<file path="src/usb_params.svh">
//**************************************************************************
// Full-speed receive only. Line codes carry D+ in the upper bit.
// USB_FIFO_DEPTH must be a power of two, and the status count field
// is four bits wide, so depths above 8 need a wider status word.
//**************************************************************************
`ifndef USB_PARAMS_SVH
`define USB_PARAMS_SVH

// line codes {D+, D-}
`define LINE_J   2'b10  // idle state
`define LINE_K   2'b01
`define LINE_Z   2'b00  // SE0
`define LINE_SE1 2'b11  // illegal on the bus

`define USB_OVERSAMPLE   4  // 48 MHz clocks per 12 Mb/s bit
`define USB_SAMPLE_PHASE 1  // timer count where a bit is taken

`define USB_FIFO_DEPTH 8

`define WB_DATA_W 32
`define WB_ADDR_W 2  // word address

`endif
</file>
<file path="src/usb_pkg.sv">
//**************************************************************************
// Types shared by the receive path and the bus registers.
// rx_status_t is exactly one Wishbone data word wide.
//**************************************************************************
`default_nettype none

`include "usb_params.svh"

package usb_pkg;

  typedef struct packed {
    logic [1:0] code;   // {D+, D-}
    logic       valid;  // both pins stable over two samples
  } usb_line_t;

  typedef struct packed {
    logic       err;   // packet aborted
    logic       last;  // final byte of a packet
    logic [7:0] data;
  } rx_entry_t;

  typedef struct packed {
    logic [`WB_DATA_W-9:0] zero;
    logic                  overflow;   // sticky, cleared by a status write
    logic                  head_err;
    logic                  head_last;
    logic                  nonempty;
    logic [3:0]            count;
  } rx_status_t;

  typedef enum logic [2:0] {
    RX_RESET,
    RX_IDLE,
    RX_SYNC,
    RX_DATA,
    RX_EOP,
    RX_ERROR
  } rx_state_t;

endpackage

`default_nettype wire

</file>
<file path="src/usb_rx_top.sv">
//**************************************************************************
// USB full-speed receiver with a Wishbone read port. 48 MHz clk assumed.
// No transmitter, PID or CRC checks; rx_state is exported for checkers.
//**************************************************************************
`timescale 1ns/1ps
`default_nettype none

`include "usb_params.svh"

module usb_rx_top (
  input  logic                   clk,
  input  logic                   reset,
  input  logic                   usb_p,
  input  logic                   usb_n,
  input  logic                   wb_cyc,
  input  logic                   wb_stb,
  input  logic                   wb_we,
  input  logic [`WB_ADDR_W-1:0]  wb_adr,
  input  logic [`WB_DATA_W-1:0]  wb_dat_w,
  output logic [`WB_DATA_W-1:0]  wb_dat_r,
  output logic                   wb_ack
);

  usb_pkg::usb_line_t line;
  usb_pkg::rx_state_t rx_state;
  usb_pkg::rx_entry_t wr_entry;
  usb_pkg::rx_entry_t head;
  logic               sample;
  logic               start;
  logic               bit_en;
  logic               flush;
  logic               abort;
  logic               byte_done;
  logic               stuff_err;
  logic               sync_ok;
  logic               push;
  logic               pop;
  logic [3:0]         fifo_count;
  logic               overflow;
  logic               clear_overflow;

  usb_line_sync u_sync (.clk, .reset, .usb_p, .usb_n, .line);

  usb_bit_timer u_timer (.clk, .reset, .line, .sample);

  usb_rx_fsm u_fsm (
    .clk, .reset, .line, .sample, .byte_done, .stuff_err, .sync_ok,
    .start, .bit_en, .flush, .abort, .state(rx_state)
  );

  usb_nrzi_decoder u_dec (
    .clk, .reset, .line_code(line.code), .start, .bit_en, .flush, .abort,
    .byte_done, .stuff_err, .sync_ok, .push, .entry(wr_entry)
  );

  usb_rx_fifo #(.entry_t(usb_pkg::rx_entry_t), .DEPTH(`USB_FIFO_DEPTH)) u_fifo (
    .clk, .reset, .push, .wdata(wr_entry), .pop, .head,
    .count(fifo_count), .overflow, .clear_overflow
  );

  usb_wb_regs u_regs (
    .clk, .reset, .cyc(wb_cyc), .stb(wb_stb), .we(wb_we), .adr(wb_adr),
    .dat_w(wb_dat_w), .dat_r(wb_dat_r), .ack(wb_ack), .head,
    .count(fifo_count), .overflow, .pop, .clear_overflow
  );

endmodule

`default_nettype wire

</file>
<file path="src/usb_wb_regs.sv">
//**************************************************************************
// Wishbone classic slave, ack one clock after the request, one clock long.
// adr 0 status (write clears overflow), adr 1 data with pop on read.
//**************************************************************************
`timescale 1ns/1ps
`default_nettype none

`include "usb_params.svh"

module usb_wb_regs (
  input  logic                   clk,
  input  logic                   reset,
  input  logic                   cyc,
  input  logic                   stb,
  input  logic                   we,
  input  logic [`WB_ADDR_W-1:0]  adr,
  input  logic [`WB_DATA_W-1:0]  dat_w,  // ignored, any write clears
  output logic [`WB_DATA_W-1:0]  dat_r,
  output logic                   ack,
  input  usb_pkg::rx_entry_t     head,
  input  logic [3:0]             count,
  input  logic                   overflow,
  output logic                   pop,
  output logic                   clear_overflow
);

  localparam logic [`WB_ADDR_W-1:0] ADR_STATUS = 0;
  localparam logic [`WB_ADDR_W-1:0] ADR_DATA   = 1;

  usb_pkg::rx_status_t status;
  logic                access;  // first clock of a cycle
  logic                nonempty;

  assign access   = cyc && stb && !ack;
  assign nonempty = (count != 4'd0);

  always_comb
  begin
    status           = '0;
    status.count     = count;
    status.nonempty  = nonempty;
    status.head_last = nonempty && head.last;
    status.head_err  = nonempty && head.err;
    status.overflow  = overflow;
  end

  assign pop            = access && !we && (adr == ADR_DATA) && nonempty;
  assign clear_overflow = access && we && (adr == ADR_STATUS);

  always_ff @(posedge clk)
  begin
    if (reset)
      ack <= 1'b0;
    else
      ack <= access;
  end

  // head is captured on the same edge that pops it
  always_ff @(posedge clk)
  begin
    if (access && !we)
    begin
      if (adr == ADR_STATUS)
        dat_r <= status;
      else if (adr == ADR_DATA && nonempty)
        dat_r <= {{(`WB_DATA_W - $bits(usb_pkg::rx_entry_t)){1'b0}}, head};
      else
        dat_r <= '0;  // empty or unmapped
    end
  end

endmodule

`default_nettype wire

</file>
<file path="src/usb_rx_fifo.sv">
//**************************************************************************
// Synchronous FIFO with a combinational head. DEPTH must be a power of
// two. A push while full is dropped and sets the sticky overflow flag.
//**************************************************************************
`timescale 1ns/1ps
`default_nettype none

`include "usb_params.svh"

module usb_rx_fifo #(
  parameter type entry_t = usb_pkg::rx_entry_t,
  parameter int  DEPTH   = `USB_FIFO_DEPTH
) (
  input  logic                         clk,
  input  logic                         reset,
  input  logic                         push,
  input  entry_t                       wdata,
  input  logic                         pop,
  output entry_t                       head,
  output logic [$clog2(DEPTH+1)-1:0]   count,
  output logic                         overflow,
  input  logic                         clear_overflow
);

  localparam int PTR_W = $clog2(DEPTH);

  entry_t           mem [DEPTH];
  logic [PTR_W-1:0] wr_ptr;
  logic [PTR_W-1:0] rd_ptr;
  logic             full;
  logic             do_push;
  logic             do_pop;

  assign full    = (count == DEPTH);
  assign do_push = push && !full;
  assign do_pop  = pop && (count != '0);
  assign head    = mem[rd_ptr];

  always_ff @(posedge clk)
  begin
    if (reset)
    begin
      wr_ptr   <= '0;
      rd_ptr   <= '0;
      count    <= '0;
      overflow <= 1'b0;
    end
    else
    begin
      if (do_push)
        wr_ptr <= wr_ptr + 1'b1;  // wraps at DEPTH
      if (do_pop)
        rd_ptr <= rd_ptr + 1'b1;
      count <= count + do_push - do_pop;
      if (push && full)
        overflow <= 1'b1;  // a new drop wins over a clear
      else if (clear_overflow)
        overflow <= 1'b0;
    end
  end

  always_ff @(posedge clk)
  begin
    if (do_push)
      mem[wr_ptr] <= wdata;
  end

endmodule

`default_nettype wire

</file>
<file path="src/usb_nrzi_decoder.sv">
//**************************************************************************
// NRZI decode, destuffing and LSB-first byte assembly.
// A finished byte waits in a hold register until the next byte, flush or
// abort sets its flags. The first byte after start is sync, never pushed.
//**************************************************************************
`timescale 1ns/1ps
`default_nettype none

`include "usb_params.svh"

module usb_nrzi_decoder (
  input  logic                 clk,
  input  logic                 reset,
  input  logic [1:0]           line_code,
  input  logic                 start,
  input  logic                 bit_en,
  input  logic                 flush,
  input  logic                 abort,
  output logic                 byte_done,
  output logic                 stuff_err,
  output logic                 sync_ok,
  output logic                 push,
  output usb_pkg::rx_entry_t   entry
);

  logic [1:0] ref_code;    // previous bit's line code
  logic [2:0] ones;        // consecutive ones
  logic [2:0] nbit;
  logic [7:0] shift;
  logic [7:0] hold;
  logic       hold_valid;
  logic       first;       // next byte is sync
  logic       bit_one;
  logic       stuff_slot;
  logic [7:0] next_shift;

  assign bit_one    = (line_code == ref_code);  // no transition means 1
  assign stuff_slot = (ones == 3'd6);
  assign next_shift = {bit_one, shift[7:1]};

  always_ff @(posedge clk)
  begin
    if (reset)
    begin
      ref_code <= `LINE_J;
      ones <= '0;
      nbit <= '0;
      first <= 1'b0;
      hold_valid <= 1'b0;
      byte_done <= 1'b0;
      stuff_err <= 1'b0;
      sync_ok <= 1'b0;
      push <= 1'b0;
    end
    else
    begin
      byte_done <= 1'b0;
      stuff_err <= 1'b0;
      push      <= 1'b0;
      if (start)
      begin
        ref_code <= `LINE_J;
        ones <= '0;
        nbit <= '0;
        first <= 1'b1;
        sync_ok <= 1'b0;
        hold_valid <= 1'b0;
      end
      else if (bit_en)
      begin
        ref_code <= line_code;
        if (stuff_slot)
        begin
          if (bit_one)
            stuff_err <= 1'b1;  // seventh one
          else
            ones <= '0;  // stuffed zero dropped
        end
        else
        begin
          ones <= bit_one ? ones + 1'b1 : 3'd0;
          nbit <= nbit + 1'b1;
          if (nbit == 3'd7)
          begin
            byte_done <= 1'b1;
            if (first)
              sync_ok <= (next_shift == 8'h80);
          end
        end
      end
      if (abort)
      begin
        push <= 1'b1;  // always leave an error marker
        hold_valid <= 1'b0;
      end
      else if (flush)
      begin
        push <= hold_valid;
        hold_valid <= 1'b0;
      end
      else if (byte_done && !first)
      begin
        push <= hold_valid;  // previous byte is not last
        hold_valid <= 1'b1;
      end
      if (byte_done)
        first <= 1'b0;
    end
  end

  // data path, no reset
  always_ff @(posedge clk)
  begin
    if (bit_en && !stuff_slot)
      shift <= next_shift;
    if (byte_done && !first)
      hold <= shift;
    entry.data <= (abort && !hold_valid) ? 8'h00 : hold;
    entry.last <= abort || flush;
    entry.err  <= abort;
  end

endmodule

`default_nettype wire

</file>
<file path="src/usb_rx_fsm.sv">
//**************************************************************************
// Packet phase sequencer. Commands to the decoder are one-clock pulses.
// Keeps its own count of ones so a stuffed bit before EOP is not taken
// as data. EOP is SE0, SE0, J; the FSM leaves EOP one clock after flush.
//**************************************************************************
`timescale 1ns/1ps
`default_nettype none

`include "usb_params.svh"

module usb_rx_fsm (
  input  logic                 clk,
  input  logic                 reset,
  input  usb_pkg::usb_line_t   line,
  input  logic                 sample,
  input  logic                 byte_done,
  input  logic                 stuff_err,
  input  logic                 sync_ok,
  output logic                 start,
  output logic                 bit_en,
  output logic                 flush,
  output logic                 abort,
  output usb_pkg::rx_state_t   state
);

  logic [1:0] last_code;  // previous bit's line code
  logic [2:0] ones;       // run of ones, mirrors the decoder
  logic       at_byte;    // no data bit since the last byte_done
  logic [1:0] eop_cnt;    // 0 second SE0, 1 J, 2 leaving
  logic       line_ok;
  logic       is_se0;
  logic       eop_ok;

  assign line_ok = line.valid && (line.code != `LINE_SE1);
  assign is_se0  = (line.code == `LINE_Z);
  assign eop_ok  = line_ok && (line.code == ((eop_cnt == 2'd0) ? `LINE_Z : `LINE_J));

  always_comb
  begin
    start  = 1'b0;
    bit_en = 1'b0;
    flush  = 1'b0;
    abort  = 1'b0;
    case (state)
      usb_pkg::RX_IDLE:
        start = line_ok && (line.code == `LINE_K);
      usb_pkg::RX_SYNC:
        bit_en = sample && line_ok && !is_se0;
      usb_pkg::RX_DATA:
      begin
        bit_en = sample && line_ok && !is_se0;
        abort  = stuff_err || (sample && (!line_ok || (is_se0 && !at_byte)));
      end
      usb_pkg::RX_EOP:
      begin
        flush = sample && (eop_cnt == 2'd1) && eop_ok;
        abort = sample && (eop_cnt != 2'd2) && !eop_ok;
      end
      default: ;
    endcase
  end

  // bit and byte boundary tracking
  always_ff @(posedge clk)
  begin
    if (reset || start)
    begin
      last_code <= `LINE_J;  // NRZI reference before sync
      ones      <= '0;
      at_byte   <= 1'b0;
    end
    else if (bit_en)
    begin
      last_code <= line.code;
      ones      <= (line.code == last_code) ? ones + 1'b1 : 3'd0;
      if (ones != 3'd6)
        at_byte <= 1'b0;  // stuffed bits do not count
    end
    else if (byte_done)
      at_byte <= 1'b1;
  end

  always_ff @(posedge clk)
  begin
    if (reset)
    begin
      state   <= usb_pkg::RX_RESET;
      eop_cnt <= '0;
    end
    else
    begin
      case (state)
        usb_pkg::RX_RESET:
          if (line_ok && line.code == `LINE_J)
            state <= usb_pkg::RX_IDLE;
        usb_pkg::RX_IDLE:
          if (start)
            state <= usb_pkg::RX_SYNC;
        usb_pkg::RX_SYNC:
          if (sample && (!line_ok || is_se0))
            state <= usb_pkg::RX_ERROR;
          else if (byte_done)
            state <= sync_ok ? usb_pkg::RX_DATA : usb_pkg::RX_ERROR;
        usb_pkg::RX_DATA:
          if (abort)
            state <= usb_pkg::RX_ERROR;
          else if (sample && is_se0)
          begin
            state   <= usb_pkg::RX_EOP;  // first SE0 at a byte boundary
            eop_cnt <= 2'd0;
          end
        usb_pkg::RX_EOP:
          if (eop_cnt == 2'd2)
            state <= usb_pkg::RX_IDLE;  // push from flush lands here
          else if (abort)
            state <= usb_pkg::RX_ERROR;
          else if (sample)
            eop_cnt <= eop_cnt + 1'b1;
        usb_pkg::RX_ERROR:
          if (line_ok && is_se0)
            state <= usb_pkg::RX_RESET;
        default:
          state <= usb_pkg::RX_RESET;
      endcase
    end
  end

endmodule

`default_nettype wire

</file>
<file path="src/usb_bit_timer.sv">
//**************************************************************************
// Free-running bit counter that restarts on every line code change.
// sample fires once per bit, never on the clock of an edge.
//**************************************************************************
`timescale 1ns/1ps
`default_nettype none

`include "usb_params.svh"

module usb_bit_timer (
  input  logic                 clk,
  input  logic                 reset,
  input  usb_pkg::usb_line_t   line,
  output logic                 sample
);

  localparam int CNT_W = $clog2(`USB_OVERSAMPLE);

  logic [CNT_W-1:0] cnt;
  logic [1:0]       last_code;  // code seen on the previous clock
  logic             edge_seen;

  assign edge_seen = (line.code != last_code);

  always_ff @(posedge clk)
  begin
    if (reset)
    begin
      cnt       <= '0;
      last_code <= `LINE_Z;  // matches the synchronizer reset value
    end
    else
    begin
      last_code <= line.code;
      if (edge_seen || cnt == CNT_W'(`USB_OVERSAMPLE - 1))
        cnt <= '0;  // re-align or wrap
      else
        cnt <= cnt + 1'b1;
    end
  end

  // mid-bit strobe
  assign sample = (cnt == CNT_W'(`USB_SAMPLE_PHASE)) && !edge_seen;

endmodule

`default_nettype wire

</file>
<file path="src/usb_line_sync.sv">
//**************************************************************************
// Three flops per pin. The output lags the pins by three clocks.
// valid only means both pins held still over the last two samples.
//**************************************************************************
`timescale 1ns/1ps
`default_nettype none

module usb_line_sync (
  input  logic                 clk,
  input  logic                 reset,
  input  logic                 usb_p,
  input  logic                 usb_n,
  output usb_pkg::usb_line_t   line
);

  logic [2:0] dp;  // D+ shift register, [2] is oldest
  logic [2:0] dn;  // D- shift register

  always_ff @(posedge clk)
  begin
    if (reset)
    begin
      dp <= '0;  // reads as SE0 until the pins arrive
      dn <= '0;
    end
    else
    begin
      dp <= {dp[1:0], usb_p};
      dn <= {dn[1:0], usb_n};
    end
  end

  always_comb
  begin
    line.code  = {dp[2], dn[2]};
    line.valid = (dp[2] == dp[1]) && (dn[2] == dn[1]);  // no edge in flight
  end

endmodule

`default_nettype wire

</file>
<file path="config.mk">
export PLATFORM = sky130hd
export DESIGN_NAME = usb_rx_top
export DESIGN_NICKNAME = d
export VERILOG_FILES = /design/src/usb_pkg.sv /design/src/usb_rx_top.sv /design/src/usb_wb_regs.sv /design/src/usb_rx_fifo.sv /design/src/usb_nrzi_decoder.sv /design/src/usb_rx_fsm.sv /design/src/usb_bit_timer.sv /design/src/usb_line_sync.sv
export VERILOG_INCLUDE_DIRS = /design/src
export SDC_FILE = /design/constraint.sdc
export NUM_CORES = 1
export LEC_CHECK = 0
export BUFFER_PORTS_ARGS = -buffer_cell sky130_fd_sc_hd__buf_2
export CELL_PAD_IN_SITES_DETAIL_PLACEMENT = 2
export CELL_PAD_IN_SITES_GLOBAL_PLACEMENT = 2
export CORE_MARGIN = 3
export CORE_UTILIZATION = 42
export DETAILED_ROUTE_END_ITERATION = 10
export PLACE_DENSITY = 0.78
export SYNTH_ARGS = -nofsm -noshare
export SYNTH_HDL_FRONTEND = slang
export SYNTH_HIERARCHICAL = 1
export SYNTH_SLANG_ARGS = --single-unit
</file>
<file path="constraint.sdc">
create_clock -name clk -period 3.4 [get_ports clk]
set_clock_uncertainty 0.05 [all_clocks]
set_input_delay 0 -clock clk [delete_from_list [all_inputs] [get_ports clk]]
set_output_delay 0 -clock clk [all_outputs]
set_load 0.02 [all_outputs]
</file>
=== Word level (Yosys, flattened, before mapping) ===
Memory sizes are Yosys's and may differ from the RTL's. A register that Yosys moved wholly into a read port is not among the register bits.
Cells that the tools add are included.

* Flip-flop bits (word level): 105
* Bits in writable memories: 80
* Bits of input ports: 41
* Output and inout port bits: 33
* Word-level logic and storage cells: 199
* Memories: 1

{| class="wikitable"
|+ Memory list
! name !! words !! width !! read ports !! clocked after Yosys merged registers in !! wr ports !! line !! RTL
|-
| u_fifo.mem || 8 || 10 || 1 || 1 || 1 || usb_rx_fifo.sv:27 || <nowiki>entry_t mem [DEPTH];</nowiki>
|}

* $add $sub $neg: 9
* Eq/ne operators: 38
* Muxes and demuxes: 44
* Bitwise gates (word level): 3
* Reductions and logical operators: 73

{| class="wikitable"
|+ Operators by type and width
! operator !! number
|-
| $mux W3 || 16
|-
| $logic_and A1 B1 Y1 || 33
|-
| $pmux W3 S6 || 1
|-
| $mux W1 || 17
|-
| $mux W8 || 2
|-
| $add A3 B1 Y3 const B || 5
|-
| $ne A2 B2 Y1 const B || 7
|-
| $eq A3 B3 Y1 const B || 4
|-
| $mux W2 || 6
|-
| $reduce_and A6 Y1 || 2
|-
| $logic_not A1 Y1 || 11
|-
| $ne A2 B1 Y1 const B || 5
|-
| $reduce_or A2 Y1 || 5
|-
| $ne A3 B1 Y1 const B || 3
|-
| $eq A2 B1 Y1 const B || 4
|-
| $eq A8 B8 Y1 const B || 1
|-
| $reduce_bool A2 Y1 || 4
|-
| $reduce_or A4 Y1 || 2
|-
| $eq A2 B2 Y1 || 3
|-
| $eq A2 B2 Y1 const B || 3
|-
| $eq A3 B2 Y1 const B || 2
|-
| $logic_not A2 Y1 || 3
|-
| $logic_or A1 B1 Y1 || 6
|-
| $reduce_and A2 Y1 || 3
|-
| 15 further kinds || 19
|}

=== Depth between registers and ports, before layout ===
Gate-level depths: netlist of the first run.

* Depth after elaboration: 11
* Depth in mapped cells: 11
* Gate-level depth less buffers: 10

=== Modules after synthesis ===
The synthesis of the first run kept the hierarchy.

{| class="wikitable"
|+ By module, submodules not included
! module !! instances !! cells each !! area each (sq um) !! sequential area each (sq um)
|-
| usb_rx_fifo || 1 || 201 || 3796.1 || 2682.6
|-
| usb_nrzi_decoder || 1 || 102 || 1386.3 || 960.9
|-
| usb_rx_fsm || 1 || 112 || 929.6 || 220.2
|-
| usb_wb_regs || 1 || 58 || 660.6 || 320.3
|-
| usb_line_sync || 1 || 17 || 196.4 || 120.1
|-
| usb_bit_timer || 1 || 15 || 165.2 || 80.1
|}

=== Least setup slack after synthesis of the first run ===
No wires, ideal clock.

* Path type: register to register
* Start: register u_sync.dp[2]
* End: register u_dec.sync_ok
* Library setup time: 0.114 ns
* Data arrival time: 2.452 ns
* Data required time: 3.236 ns
* Path slack: 0.783 ns
* Stages on the path, launching flop included: 10
* Path buffers: 2
* Period minus slack after synthesis: 2.617 ns
* Path through: dfxtp_1 > buf_4 > xor2_1 > nor3b_1 > nand4b_1 > nor2_2 > buf_4 > a21boi_4 > a311o_1 > o21ai_2

* Word-level cells in the longest chain between the ends: 7
* Elaborated cells between the ends (all ways): 19
* Classes of those cells: 6 x eq/ne; 2 x mux; 11 x reduce/logical

{| class="wikitable"
|+ Ends and longest elaborated chain
! element !! line !! RTL
|-
| from (decl) || usb_line_sync.sv:16 || <nowiki>logic [2:0] dp;</nowiki>
|-
| from (signal assigned) || usb_line_sync.sv:28 || <nowiki>dp <= {dp[1:0], usb_p};</nowiki>
|-
| $ne A2 B2 Y1 || usb_bit_timer.sv:23 || <nowiki>assign edge_seen = (line.code != last_code);</nowiki>
|-
| $logic_not A1 Y1 || usb_bit_timer.sv:43 || <nowiki>assign sample = (cnt == CNT_W'(`USB_SAMPLE_PHASE)) && !edge_seen;</nowiki>
|-
| $logic_and A1 B1 Y1 || usb_bit_timer.sv:43 ||
|-
| named net sample || usb_rx_top.sv:28 || <nowiki>logic sample;</nowiki>
|-
| $logic_and A1 B1 Y1 (2 in series) || usb_rx_fsm.sv:48, usb_rx_fsm.sv:51 ||
|-
| $mux W1 || n/a ||
|-
| named net bit_en || usb_rx_top.sv:30 || <nowiki>logic bit_en;</nowiki>
|-
| $reduce_and A4 Y1 (no line) || n/a ||
|-
| to (signal assigned) || usb_nrzi_decoder.sv:87 || <nowiki>sync_ok <= (next_shift == 8'h80);</nowiki>
|-
| to (decl) || usb_nrzi_decoder.sv:21 || <nowiki>output logic sync_ok,</nowiki>
|}

The timed path passes the listed nets, and every way through them passes these cells.
A chain may end at the register's enable or synchronous reset.

=== Worst setup path in the final report of the first run ===
* Start: input wb_adr[1]
* End: register u_fifo.count[2]

* Word-level cells in the longest chain between the ends: 5

{| class="wikitable"
|+ Ends and longest elaborated chain
! element !! line !! RTL
|-
| from (decl) || usb_rx_top.sv:18 || <nowiki>input logic [`WB_ADDR_W-1:0] wb_adr,</nowiki>
|-
| $eq A2 B1 Y1 || usb_wb_regs.sv:47 || <nowiki>assign pop = access && !we && (adr == ADR_DATA) && nonempty;</nowiki>
|-
| $logic_and A1 B1 Y1 (2 in series) || usb_wb_regs.sv:47 ||
|-
| named net pop || usb_rx_top.sv:37 || <nowiki>logic pop;</nowiki>
|-
| $logic_and A1 B1 Y1 || usb_rx_fifo.sv:36 || <nowiki>assign do_pop = pop && (count != '0);</nowiki>
|-
| $sub A4 B1 Y4 || usb_rx_fifo.sv:54 || <nowiki>count <= count + do_push - do_pop;</nowiki>
|-
| to (signal assigned) || usb_rx_fifo.sv:54 ||
|-
| to (decl) || usb_rx_fifo.sv:20 || <nowiki>output logic [$clog2(DEPTH+1)-1:0] count,</nowiki>
|}

The timed path passes the listed nets, and every way through them passes these cells.

==> results of run 1 <==
## state kept, by name (all words and copies together) (netlist names), 3 cells and up, named ones only
signal,count
u_dec/hold,8
u_fifo/wr_ptr,3
u_fsm/state,3
u_fsm/ones,3
u_sync/dn,3
u_dec/shift,8
u_dec/entry,10
u_fifo/mem,80
u_dec/nbit,3
u_fifo/count,4
u_sync/dp,3
u_dec/ones,3
u_fifo/rd_ptr,3
u_regs/dat_r,10
## kinds of logic after synthesis
family / count (synthesis)
flip-flops: 166
AND/OR/NAND/NOR: 141
AO/OA/AOI/OAI: 66
buffers and inverters: 59
multiplexers: 39
adder cells (fa/ha/maj): 19
XOR/XNOR: 14
other: 1
## worst max-delay path, stage by stage
cell	delay (ns)
dlygate4sd3_1	0.53
buf_2	0.16
nor2b_1	0.47
nor4b_1	0.31
buf_4	0.19
inv_1	0.08
nor2_1	0.21
xnor2_1	0.15
ha_1	0.22
inv_1	0.08
fa_1	0.38
xor2_1	0.22
nor2_1	0.06
## area by class of cell
cell class | count | area (sq um) | area share [%]
clock buffer | 22 | 464 | 5.74
clock inverter | 10 | 98.8 | 1.22
inverter | 19 | 71.3 | 0.882
multi-input combinational | 301 | 2500 | 30.9
sequential | 166 | 4380 | 54.2
tap | 220 | 275 | 3.41
timing repair buffer | 43 | 290 | 3.59
## through the flow
step | instances | cell area (sq um) | hold WS [ns] | total power [W]
floorplan | 526 | 7210 | 0.0158 | 0.00228
global placement | 743 | 7460 | 0.168 | 0.00229
detailed placement | 743 | 7460 | 0.194 | 0.00230
CTS | 781 | 8080 | 0.00275 | 0.00415
global route | 781 | 8080 | 0.0419 | 0.00425
finish | 781 | 8080 | 0.0168 | 0.00412
## power by group through the flow
stage          logic (W)  clock network [W]  registers, W
2_1_floorplan  0.0000977                  0       0.00218
3_3_place_gp    0.000108                  0       0.00218
3_5_place_dp    0.000115                  0       0.00218
4_1_cts         0.000124            0.00189       0.00214
5_1_grt         0.000137            0.00198       0.00214
6_report        0.000126            0.00185       0.00214
## final timing paths
kind,startpoint,slack (ns),end,cells past startpoint
max,wb_adr[1],0.60,u_fifo/count[2],13
min,wb_we,0.02,u_regs/dat_r[2],2
max reg2reg,u_sync/dp[2],0.60,u_dec/ones[1],8
min reg2reg,u_sync/dp[0],0.39,u_sync/dp[1],1
## synthesized netlist by cell type, types with 6 or more instances
library cell    n
a21oi_1        21
and2_1         10
buf_4          26
dfxtp_1        60
edfxtp_1      106
ha_1           18
inv_1          18
mux2_2         11
mux2i_1         8
mux4_1         20
nand2_1        13
nand2b_1        6
nand3_1         7
nor2_1         27
nor2b_1        18
nor3_1         16
o21ai_0        10
xor2_1          7
## repair_timing
action | in CTS | in global routing
setup endpoints to repair | 0 | 0
hold endpoints to repair | 12 | 0
hold buffers | 6 | 0
## layer usage
layer  global-route usage [%]  vias up
met2                     37.5       94
met3                     3.63       41
li1                         -     1939
met1                     22.5     2166
met4                     10.4        0
met5                        0        -
==> results.toml, run 1 <==
[route]
drt-total-wl_mm = 17.9
firstDrtPassIters = 4
drcViolationCount = 0
wl_per_cell_microns = 23.0
wl_met3_microns = 489
dr.max_layer_used = "met4"
ant_nets = 0
met1_length_mm = 7.02
via_per_inst = 5.43
met2_length_mm = 9.74
vias = 4240
drt_iter0_markers = 191

[cells_and_area]
drive_gt1_share_pct = 17.3
final_util_pct = 48.7
final_cell_mix = "edfxtp_1, dfxtp_1, nor2_1"
diodes = 0
nFillCells = 1578
fin_nets = 608
syn_to_final_growth_pct = 13.3
final_common_cell = "edfxtp_1"

[yosys]
ys_seq_elements = 166
netlist_area_sq_mm = 0.00713
synthTopCellsByArea = "edfxtp_1, dfxtp_1, mux4_1"
synth_compound_area_share_pct = 6.47
ys_types = 69
synth_top_family_by_area = "simple AND/OR/NAND/NOR gates"
yosys_warnings = 6
ys.flop_type = "edfxtp_1"
synthMuxAreaShare_pct = 10.2
yosysTopAreaCellShare_pct = 44.6
synth_edf_count = 106
post-synth-top-area-cell = "edfxtp_1"
synth_fa_ha_area_share_pct = 3.44
synth_xor_area_share_pct = 2.09
synth_simple_gate_area_share_pct = 11.4
syn_avg_cell_area_sq_um = 14.1
synthCells = 505
yosysSeqAreaShare_pct = 61.5
async_reset_ff_share_pct = 0

[clock_network]
tritoncts = "yes"
cts.htree.levels = 4
cts_buffers = 17
insertion_delay_ns = 0.43
clock_path_buffers = 2
cts_sinks = 166
cts-root-buf = "clkbuf_16"
cts_setup_buffers = 0
clk_pin_slew_ns = 0.06
cts_resized = 0

[grt]
grt_pass1_wl_mm = 27.9
grt_max_degree = 31
grt-ovfl-total = 0
grt_usage_pct = 20.4
antenna_found_initial = 0
first_global_vias = 4661

[sta]
drv_slew = 0
slew_headroom_pct = 37.1
final.min_clock_period_ns = 2.80
fin_ws_ns = 0.595
hold_viol_final = 0
tightest_slew_ns = 0.943
rsz0062_at_grt = "false"
setup_viol = 0
fin_crit_sh_pct = 82.5
tns_ns = 0
fmax_mhz = 357

[pwr]
p_per_area_mw_per_mm2 = 509
sw_frac_of_total_pct = 21.8
leakage_nw = 2.82
clock_power_share_pct = 45.0
p_int_w = 0.00322
p_switching_w = 0.000895
pwr-share-seq_pct = 51.9
power_frac_comb_pct = 3.1
ir_drop_uv = 404

[critical_path]
required_ns = 3.65
cp-start-kind = "input pin"
critPathKind = "input pin to register"
crit_path_max_fanout = 8
cp.arrival_ns = 3.06
worst_setup_path_end_kind = "register"

[placed_design]
place_congestion = 0.738
dpl_worst_slack_ns = 0.608
place.port_buffers = 19
dpl.hpwl_mm = 12.1

[job]
drv_cap = 0

[floorplanning]
die_w_microns = 136
start_util_pct = 43.0
ios = 74
fp.dieH_microns = 136
die_area_sq_mm = 0.0186
core_sq_mm = 0.0166
rows = 47

[run_status]
status = "complete, no violations"

[worst_hold_path]
hp-class = "input pin to register"
Note: power is estimated with default switching activity, not from simulation.
==> run 2: changes to the inputs <==
Settings changed: CORE_UTILIZATION 42 to 38, PLACE_DENSITY 0.78 to 0.74.
Clock period 3.4 ns to 2.4 ns, I/O delays scaled along.
==> run 2 against run 1 <==
Against the previous run: worst hold slack better by 0.020 ns; global-route usage decreased by 0.72 points; register-to-register slack worse by 0.51 ns; largest cell class unchanged; combinational power is 60% higher; first-iteration DRC count up 0.52%; via count rose by 3.0%; utilization shrank 2.6 points; non-clock buffer count up 23; wire length is 9.3% higher; flip-flop and latch count is the same; sequential share of layout area shrank 2.1 points; setup slack got worse by 0.51 ns.
==> results.toml, run 2 (synthesized netlist as in run 1, its figures left out) <==
[worst_hold_path]
hold_depth = 2
hp-start = "reset"
hold_end = "u_fifo/count[1]"
hp-class = "input pin to register"

[cells_and_area]
final_cell_mix = "edfxtp_1, dfxtp_1, buf_4"
largest_reg_flops = 80
fin_nets = 631
final_common_cell = "edfxtp_1"
nFillCells = 1734
syn_to_final_growth_pct = 17.9
diodes = 0
drive_gt1_share_pct = 24.1
largestRegisters = "u_fifo/mem (80), u_dec/entry (10), u_regs/dat_r (10)"
regMostFlops = "u_fifo/mem"

[pwr]
leakage_nw = 2.98
p_per_area_mw_per_mm2 = 714
ir_drop_uv = 469

[clock_network]
cts_buffers = 17
insertion_delay_ns = 0.43
clk_pin_slew_ns = 0.07
cts_sinks = 166
cts.htree.levels = 4
tritoncts = "yes"
cts-root-buf = "clkbuf_16"
clock_path_buffers = 2

[route]
drt_iter0_markers = 192
firstDrtPassIters = 4
wl_per_cell_microns = 24.1
via_per_inst = 5.37
drcViolationCount = 0
drt-total-wl_mm = 19.6
vias = 4368
ant_nets = 0

[placed_design]
dpl_worst_slack_ns = -0.0167
place_congestion = 0.805
place.port_buffers = 19
dpl.hpwl_mm = 12.7

[critical_path]
critPathKind = "register to register"
path_cells = "xor2_2 -> nor3b_4 -> buf_4 -> a21boi_0 -> o211ai_1 -> o31ai_2 -> buf_4 -> or2_2 -> nor3_1"
crit_path_max_fanout = 5
r2r-end = "u_dec/hold_valid"
cp-start-kind = "register"
crit_slowest_cell = "dfxtp_1"
required_ns = 2.69
worst_setup_path_end_kind = "register"
r2r_slack_ns = 0.08
crit_top_cell = "buf_4"
max_stage_delay_ns = 0.43
cp.arrival_ns = 2.61
r2r-start = "u_sync/dp[2]"
reg2reg_depth = 9

[grt]
grt_usage_pct = 19.7
grt_pass1_wl_mm = 29.5
first_global_vias = 4932
met2_usage_pct = 36.6
grt_max_degree = 33
grt-ovfl-total = 0
top_usage_layer = "met2"
grt_use_met1_pct = 21.7
met3_usage_pct = 3.68
antenna_found_initial = 0

[sta]
tightest_slew_ns = 0.731
timing.hold.ws_ns = 0.0369
drv_slew = 0
slew_headroom_pct = 51.2
fin_ws_ns = 0.0806
final.min_clock_period_ns = 2.32
fin_crit_sh_pct = 96.6
hold_viol_final = 0
rsz0062_at_grt = "true"
setup_viol = 0
fmax_mhz = 431

[floorplanning]
rows = 49
die_w_microns = 143
die_area_sq_mm = 0.0205
ios = 74
start_util_pct = 39.2
fp.dieH_microns = 143
core_sq_mm = 0.0182

[job]
drv_cap = 0

[run_status]
status = "complete, no violations"
[run 2: cell count changes in the layout (fill, tap and decap cells not counted), sizes merged]
| cell | change |
|---|---|
| clkinv | +2 |
| bufinv | +1 |
| buf | +24 |
| dlygate4sd3 | -1 |
| inv | +2 |
| clkbuf | -5 |
[run 2: layout make-up]
type | count | area (sq um) | share of cell area [%]
clock buffer | 17 | 425 | 5.06
clock inverter | 15 | 171 | 2.04
inverter | 19 | 71.3 | 0.848
multi-input combinational | 301 | 2570 | 30.6
sequential | 166 | 4390 | 52.2
tap | 229 | 287 | 3.41
timing repair buffer | 66 | 493 | 5.86
[run 2: report_power, final]
| group | internal [W] | total (W) | switching, W |
|---|---|---|---|
| logic | 0.0000661 | 0.000202 | 0.000136 |
| registers | 0.00301 | 0.00303 | 0.0000103 |
| clock network | 0.00156 | 0.00278 | 0.00122 |
| total | 0.00464 | 0.00600 | 0.00137 |
[run 2: worst max-delay path by stage]
stage | startpoint | to | cells after the start
after floorplan | u_sync/dn[2] | u_dec/sync_ok | 9
after CTS | u_fifo/count[3] | u_fifo/count[2] | 9
after global routing | u_sync/dp[2] | u_dec/hold_valid | 9
final | u_sync/dp[2] | u_dec/hold_valid | 9
after detailed placement | u_regs/ack | u_fifo/count[2] | 10
after global placement | u_fifo/count[2] | u_fifo/count[2] | 10
[run 2: what timing repair did]
action,in CTS,in global routing
resized for setup,5,16
hold endpoints to repair,6,0
setup buffers,3,3
hold buffers,5,0
endpoints found under the setup margin,15,16
pin swaps,0,2
[run 2: metal layers]
metal	vias to the layer above	share of wire (%)
li1	1990	-
met4	0	2.8
met5	-	0
met1	2269	40
met3	30	2.3
met2	79	55
[run 2: through the flow]
stage          instances  setup TNS, ns  cell area [sq um]  total power (W)  utilization [%]
6_report             813              0               8410          0.00600             46.2
4_1_cts              810              0               8320          0.00605             45.7
2_1_floorplan        526              0               7230          0.00323                -
3_3_place_gp         770              0               7620          0.00325             41.8
5_1_grt              813        -0.0993               8410          0.00620             46.2
3_5_place_dp         770        -0.0167               7620          0.00326             41.8
[run 2: critical path, delay by kind of cell (launching register included)]
family / cells / cell delay [ns]
buf+inv: 2 / 0.34
compound gates: 3 / 0.45
simple gates: 3 / 0.66
flops: 1 / 0.43
xor+xnor: 1 / 0.29
==> run 3: changes to the inputs <==
Settings changed: CORE_UTILIZATION 38 to 37, PLACE_DENSITY 0.74 to 0.73, SYNTH_HIERARCHICAL 1 to not set.
==> run 3 against run 2 <==
Against the previous run: highest routed layer unchanged; total power decreased by 0.58%; wire length shrank 18%; worst hold slack better by 0.033 ns; non-clock buffer count grew 7; global-route usage shrank 2.6 points; flip-flop and latch count shrank 2; clock power increased by 3%; setup slack lost 0.064 ns; register-to-register slack got worse by 0.06 ns; synthesized cell count down 5.3%; clock-buffer cell count rose by 5.
==> results.toml, run 3 <==
[grt]
grt-ovfl-total = 0
grt_pass1_wl_mm = 25.7
first_global_vias = 4496
grt_max_degree = 34
antenna_found_initial = 0
grt_usage_pct = 17.1

[cells_and_area]
regMostFlops = "u_fifo.mem"
largestRegisters = "u_fifo.mem (80), u_dec.entry (10), u_regs.dat_r (10)"
diodes = 0
fin_nets = 616
syn_to_final_growth_pct = 20.4
drive_gt1_share_pct = 24.3
largest_reg_flops = 80
final_cell_mix = "edfxtp_1, dfxtp_1, buf_4"
final_common_cell = "edfxtp_1"

[clock_network]
cts-root-buf = "clkbuf_16"
clock_path_buffers = 2
tritoncts = "yes"
cts_sinks = 164
clk_pin_slew_ns = 0.06
cts.htree.levels = 4
insertion_delay_ns = 0.42
cts_buffers = 17

[placed_design]
place_congestion = 0.793
dpl.hpwl_mm = 10.6
place.port_buffers = 19
dpl_worst_slack_ns = -0.0540

[yosys]
yosys_warnings = 0
yosysSeqAreaShare_pct = 65.2
async_reset_ff_share_pct = 0
ys_types = 56
yosysMostFrequentCell = "edfxtp_1"
netlist_area_sq_mm = 0.00666
synth_xor_area_share_pct = 1.31
yosysTopAreaCellShare_pct = 47.8
ys_top_cells_by_count = "edfxtp_1, dfxtp_1, nor2_1, nand2_1, nor2b_1"
ys_seq_elements = 164
synthCells = 478
synth_simple_gate_area_share_pct = 10.6
ys.flop_type = "edfxtp_1"
synth_edf_count = 106
synth_fa_ha_area_share_pct = 3.87
synthTopCellsByArea = "edfxtp_1, dfxtp_1, mux4_2"
synth_compound_area_share_pct = 5.52
syn_avg_cell_area_sq_um = 13.9
post-synth-top-area-cell = "edfxtp_1"
synthMuxAreaShare_pct = 8.72
synth_top_family_by_area = "simple AND/OR/NAND/NOR gates"

[floorplanning]
ios = 74
die_area_sq_mm = 0.0197
die_w_microns = 140
fp.dieH_microns = 140
rows = 48
core_sq_mm = 0.0175
start_util_pct = 38.1

[worst_hold_path]
hold_depth = 2
hold_end = "u_timer.last_code[0]"
hp-class = "input pin to register"
hp-start = "reset"

[critical_path]
crit_path_max_fanout = 2
path_cells = "inv_2 -> ha_4 -> a211o_1 -> nor3_4 -> ha_4 -> inv_4 -> ha_4 -> inv_2 -> fa_2 -> nor2_1"
r2r-end = "u_fifo.count[1]"
worst_setup_path_end_kind = "register"
crit_slowest_cell = "fa_2"
max_stage_delay_ns = 0.54
cp-start-kind = "register"
reg2reg_depth = 10
r2r_slack_ns = 0.02
crit_top_cell = "ha_4"
critPathKind = "register to register"
r2r-start = "u_fifo.count[2]"
cp.arrival_ns = 2.62
required_ns = 2.63

[sta]
final.min_clock_period_ns = 2.38
setup_viol = 0
hold_viol_final = 0
fmax_mhz = 420
slew_headroom_pct = 45.8
drv_slew = 0
rsz0062_at_grt = "true"
tightest_slew_ns = 0.812
fin_crit_sh_pct = 99.3
fin_ws_ns = 0.0168

[route]
drt-total-wl_mm = 16.0
drcViolationCount = 0
vias = 4037
wl_per_cell_microns = 20.2
drt_iter0_markers = 157
dr.max_layer_used = "met4"
met1_length_mm = 6.40
wl_met3_microns = 510
ant_nets = 0
via_per_inst = 5.09
firstDrtPassIters = 4
met2_length_mm = 8.87

[pwr]
ir_drop_uv = 475
p_per_area_mw_per_mm2 = 745
leakage_nw = 2.88
p_total_w = 0.00597

[job]
drv_cap = 0

[run_status]
status = "complete, no violations"
## run 3: logic make-up (layout without fill, tap and decap cells)
| kind of cell | count (synthesis) | count (layout) |
|---|---|---|
| other cells | 1 | 22 |
| xor+xnor | 10 | 10 |
| buf+inv | 57 | 126 |
| flops | 164 | 164 |
| compound gates | 57 | 57 |
| simple gates | 136 | 136 |
| fa+ha+maj | 20 | 20 |
| mux | 33 | 33 |
## run 3: where the power goes
part	leakage [nW]	internal [W]	total (W)	switching (W)
Clock	0.303	0.00179	0.00285	0.00106
Sequential	1.47	0.00298	0.00299	0.00000950
Combinational	1.11	0.0000387	0.000131	0.0000926
Total	2.88	0.00481	0.00597	0.00116
## run 3: worst max-delay path by stage
stage                      from               to  slack, ns  cells past startpoint
6_report        u_fifo.count[2]  u_fifo.count[1]       0.02                     10
5_1_grt         u_fifo.count[2]  u_fifo.count[1]      -0.06                     10
4_1_cts         u_fifo.count[3]  u_fifo.count[2]      0.006                     11
3_5_place_dp   u_fsm.eop_cnt[0]   u_dec.entry[0]      -0.05                      9
3_3_place_gp    u_fifo.count[2]  u_fifo.count[2]       0.04                     11
2_1_floorplan   u_fifo.count[2]  u_fifo.count[2]       0.02                     11
## run 3: what timing repair did
| action | in CTS | in global routing |
|---|---|---|
| setup buffers | 4 | 5 |
| pin swaps | 5 | 9 |
| hold endpoints to repair | 5 | 0 |
| setup endpoints to repair | 15 | 17 |
| hold buffers | 6 | 0 |
| gates resized for setup | 13 | 7 |
## run 3: area by class of cell
cell class | instances | area [sq um]
clock buffer | 22 | 464
clock inverter | 10 | 155
fill | 1707 | 9460
inverter | 21 | 81.3
multi-input combinational | 278 | 2160
sequential | 164 | 4350
tap | 225 | 282
timing repair buffer | 73 | 528
## run 3: per-layer routing
layer	vias up	GRT usage (%)
li1	1847	-
met1	2102	19.4
met2	71	31.4
met3	17	4.34
met4	0	5.30
met5	-	0
## run 3: worst max-delay path: cells and delay by family (launching register included)
| family | cells | cell delay [ns] |
|---|---|---|
| compound gates | 1 | 0.30 |
| simple gates | 2 | 0.31 |
| buf+inv | 3 | 0.16 |
| fa+ha+maj | 4 | 1.08 |
| flops | 1 | 0.35 |
## run 3: metrics by stage
stage	TNS, ns	std cells	area, sq um	util [%]	hold slack [ns]
after floorplan	0	499	6750	-	0.0689
after global placement	0	746	7200	41.2	0.169
after detailed placement	-0.508	746	7200	41.2	0.173
after CTS	0	788	7960	45.5	0.0143
after global routing	-0.138	793	8020	45.9	0.0581
final	0	793	8020	45.9	0.0699
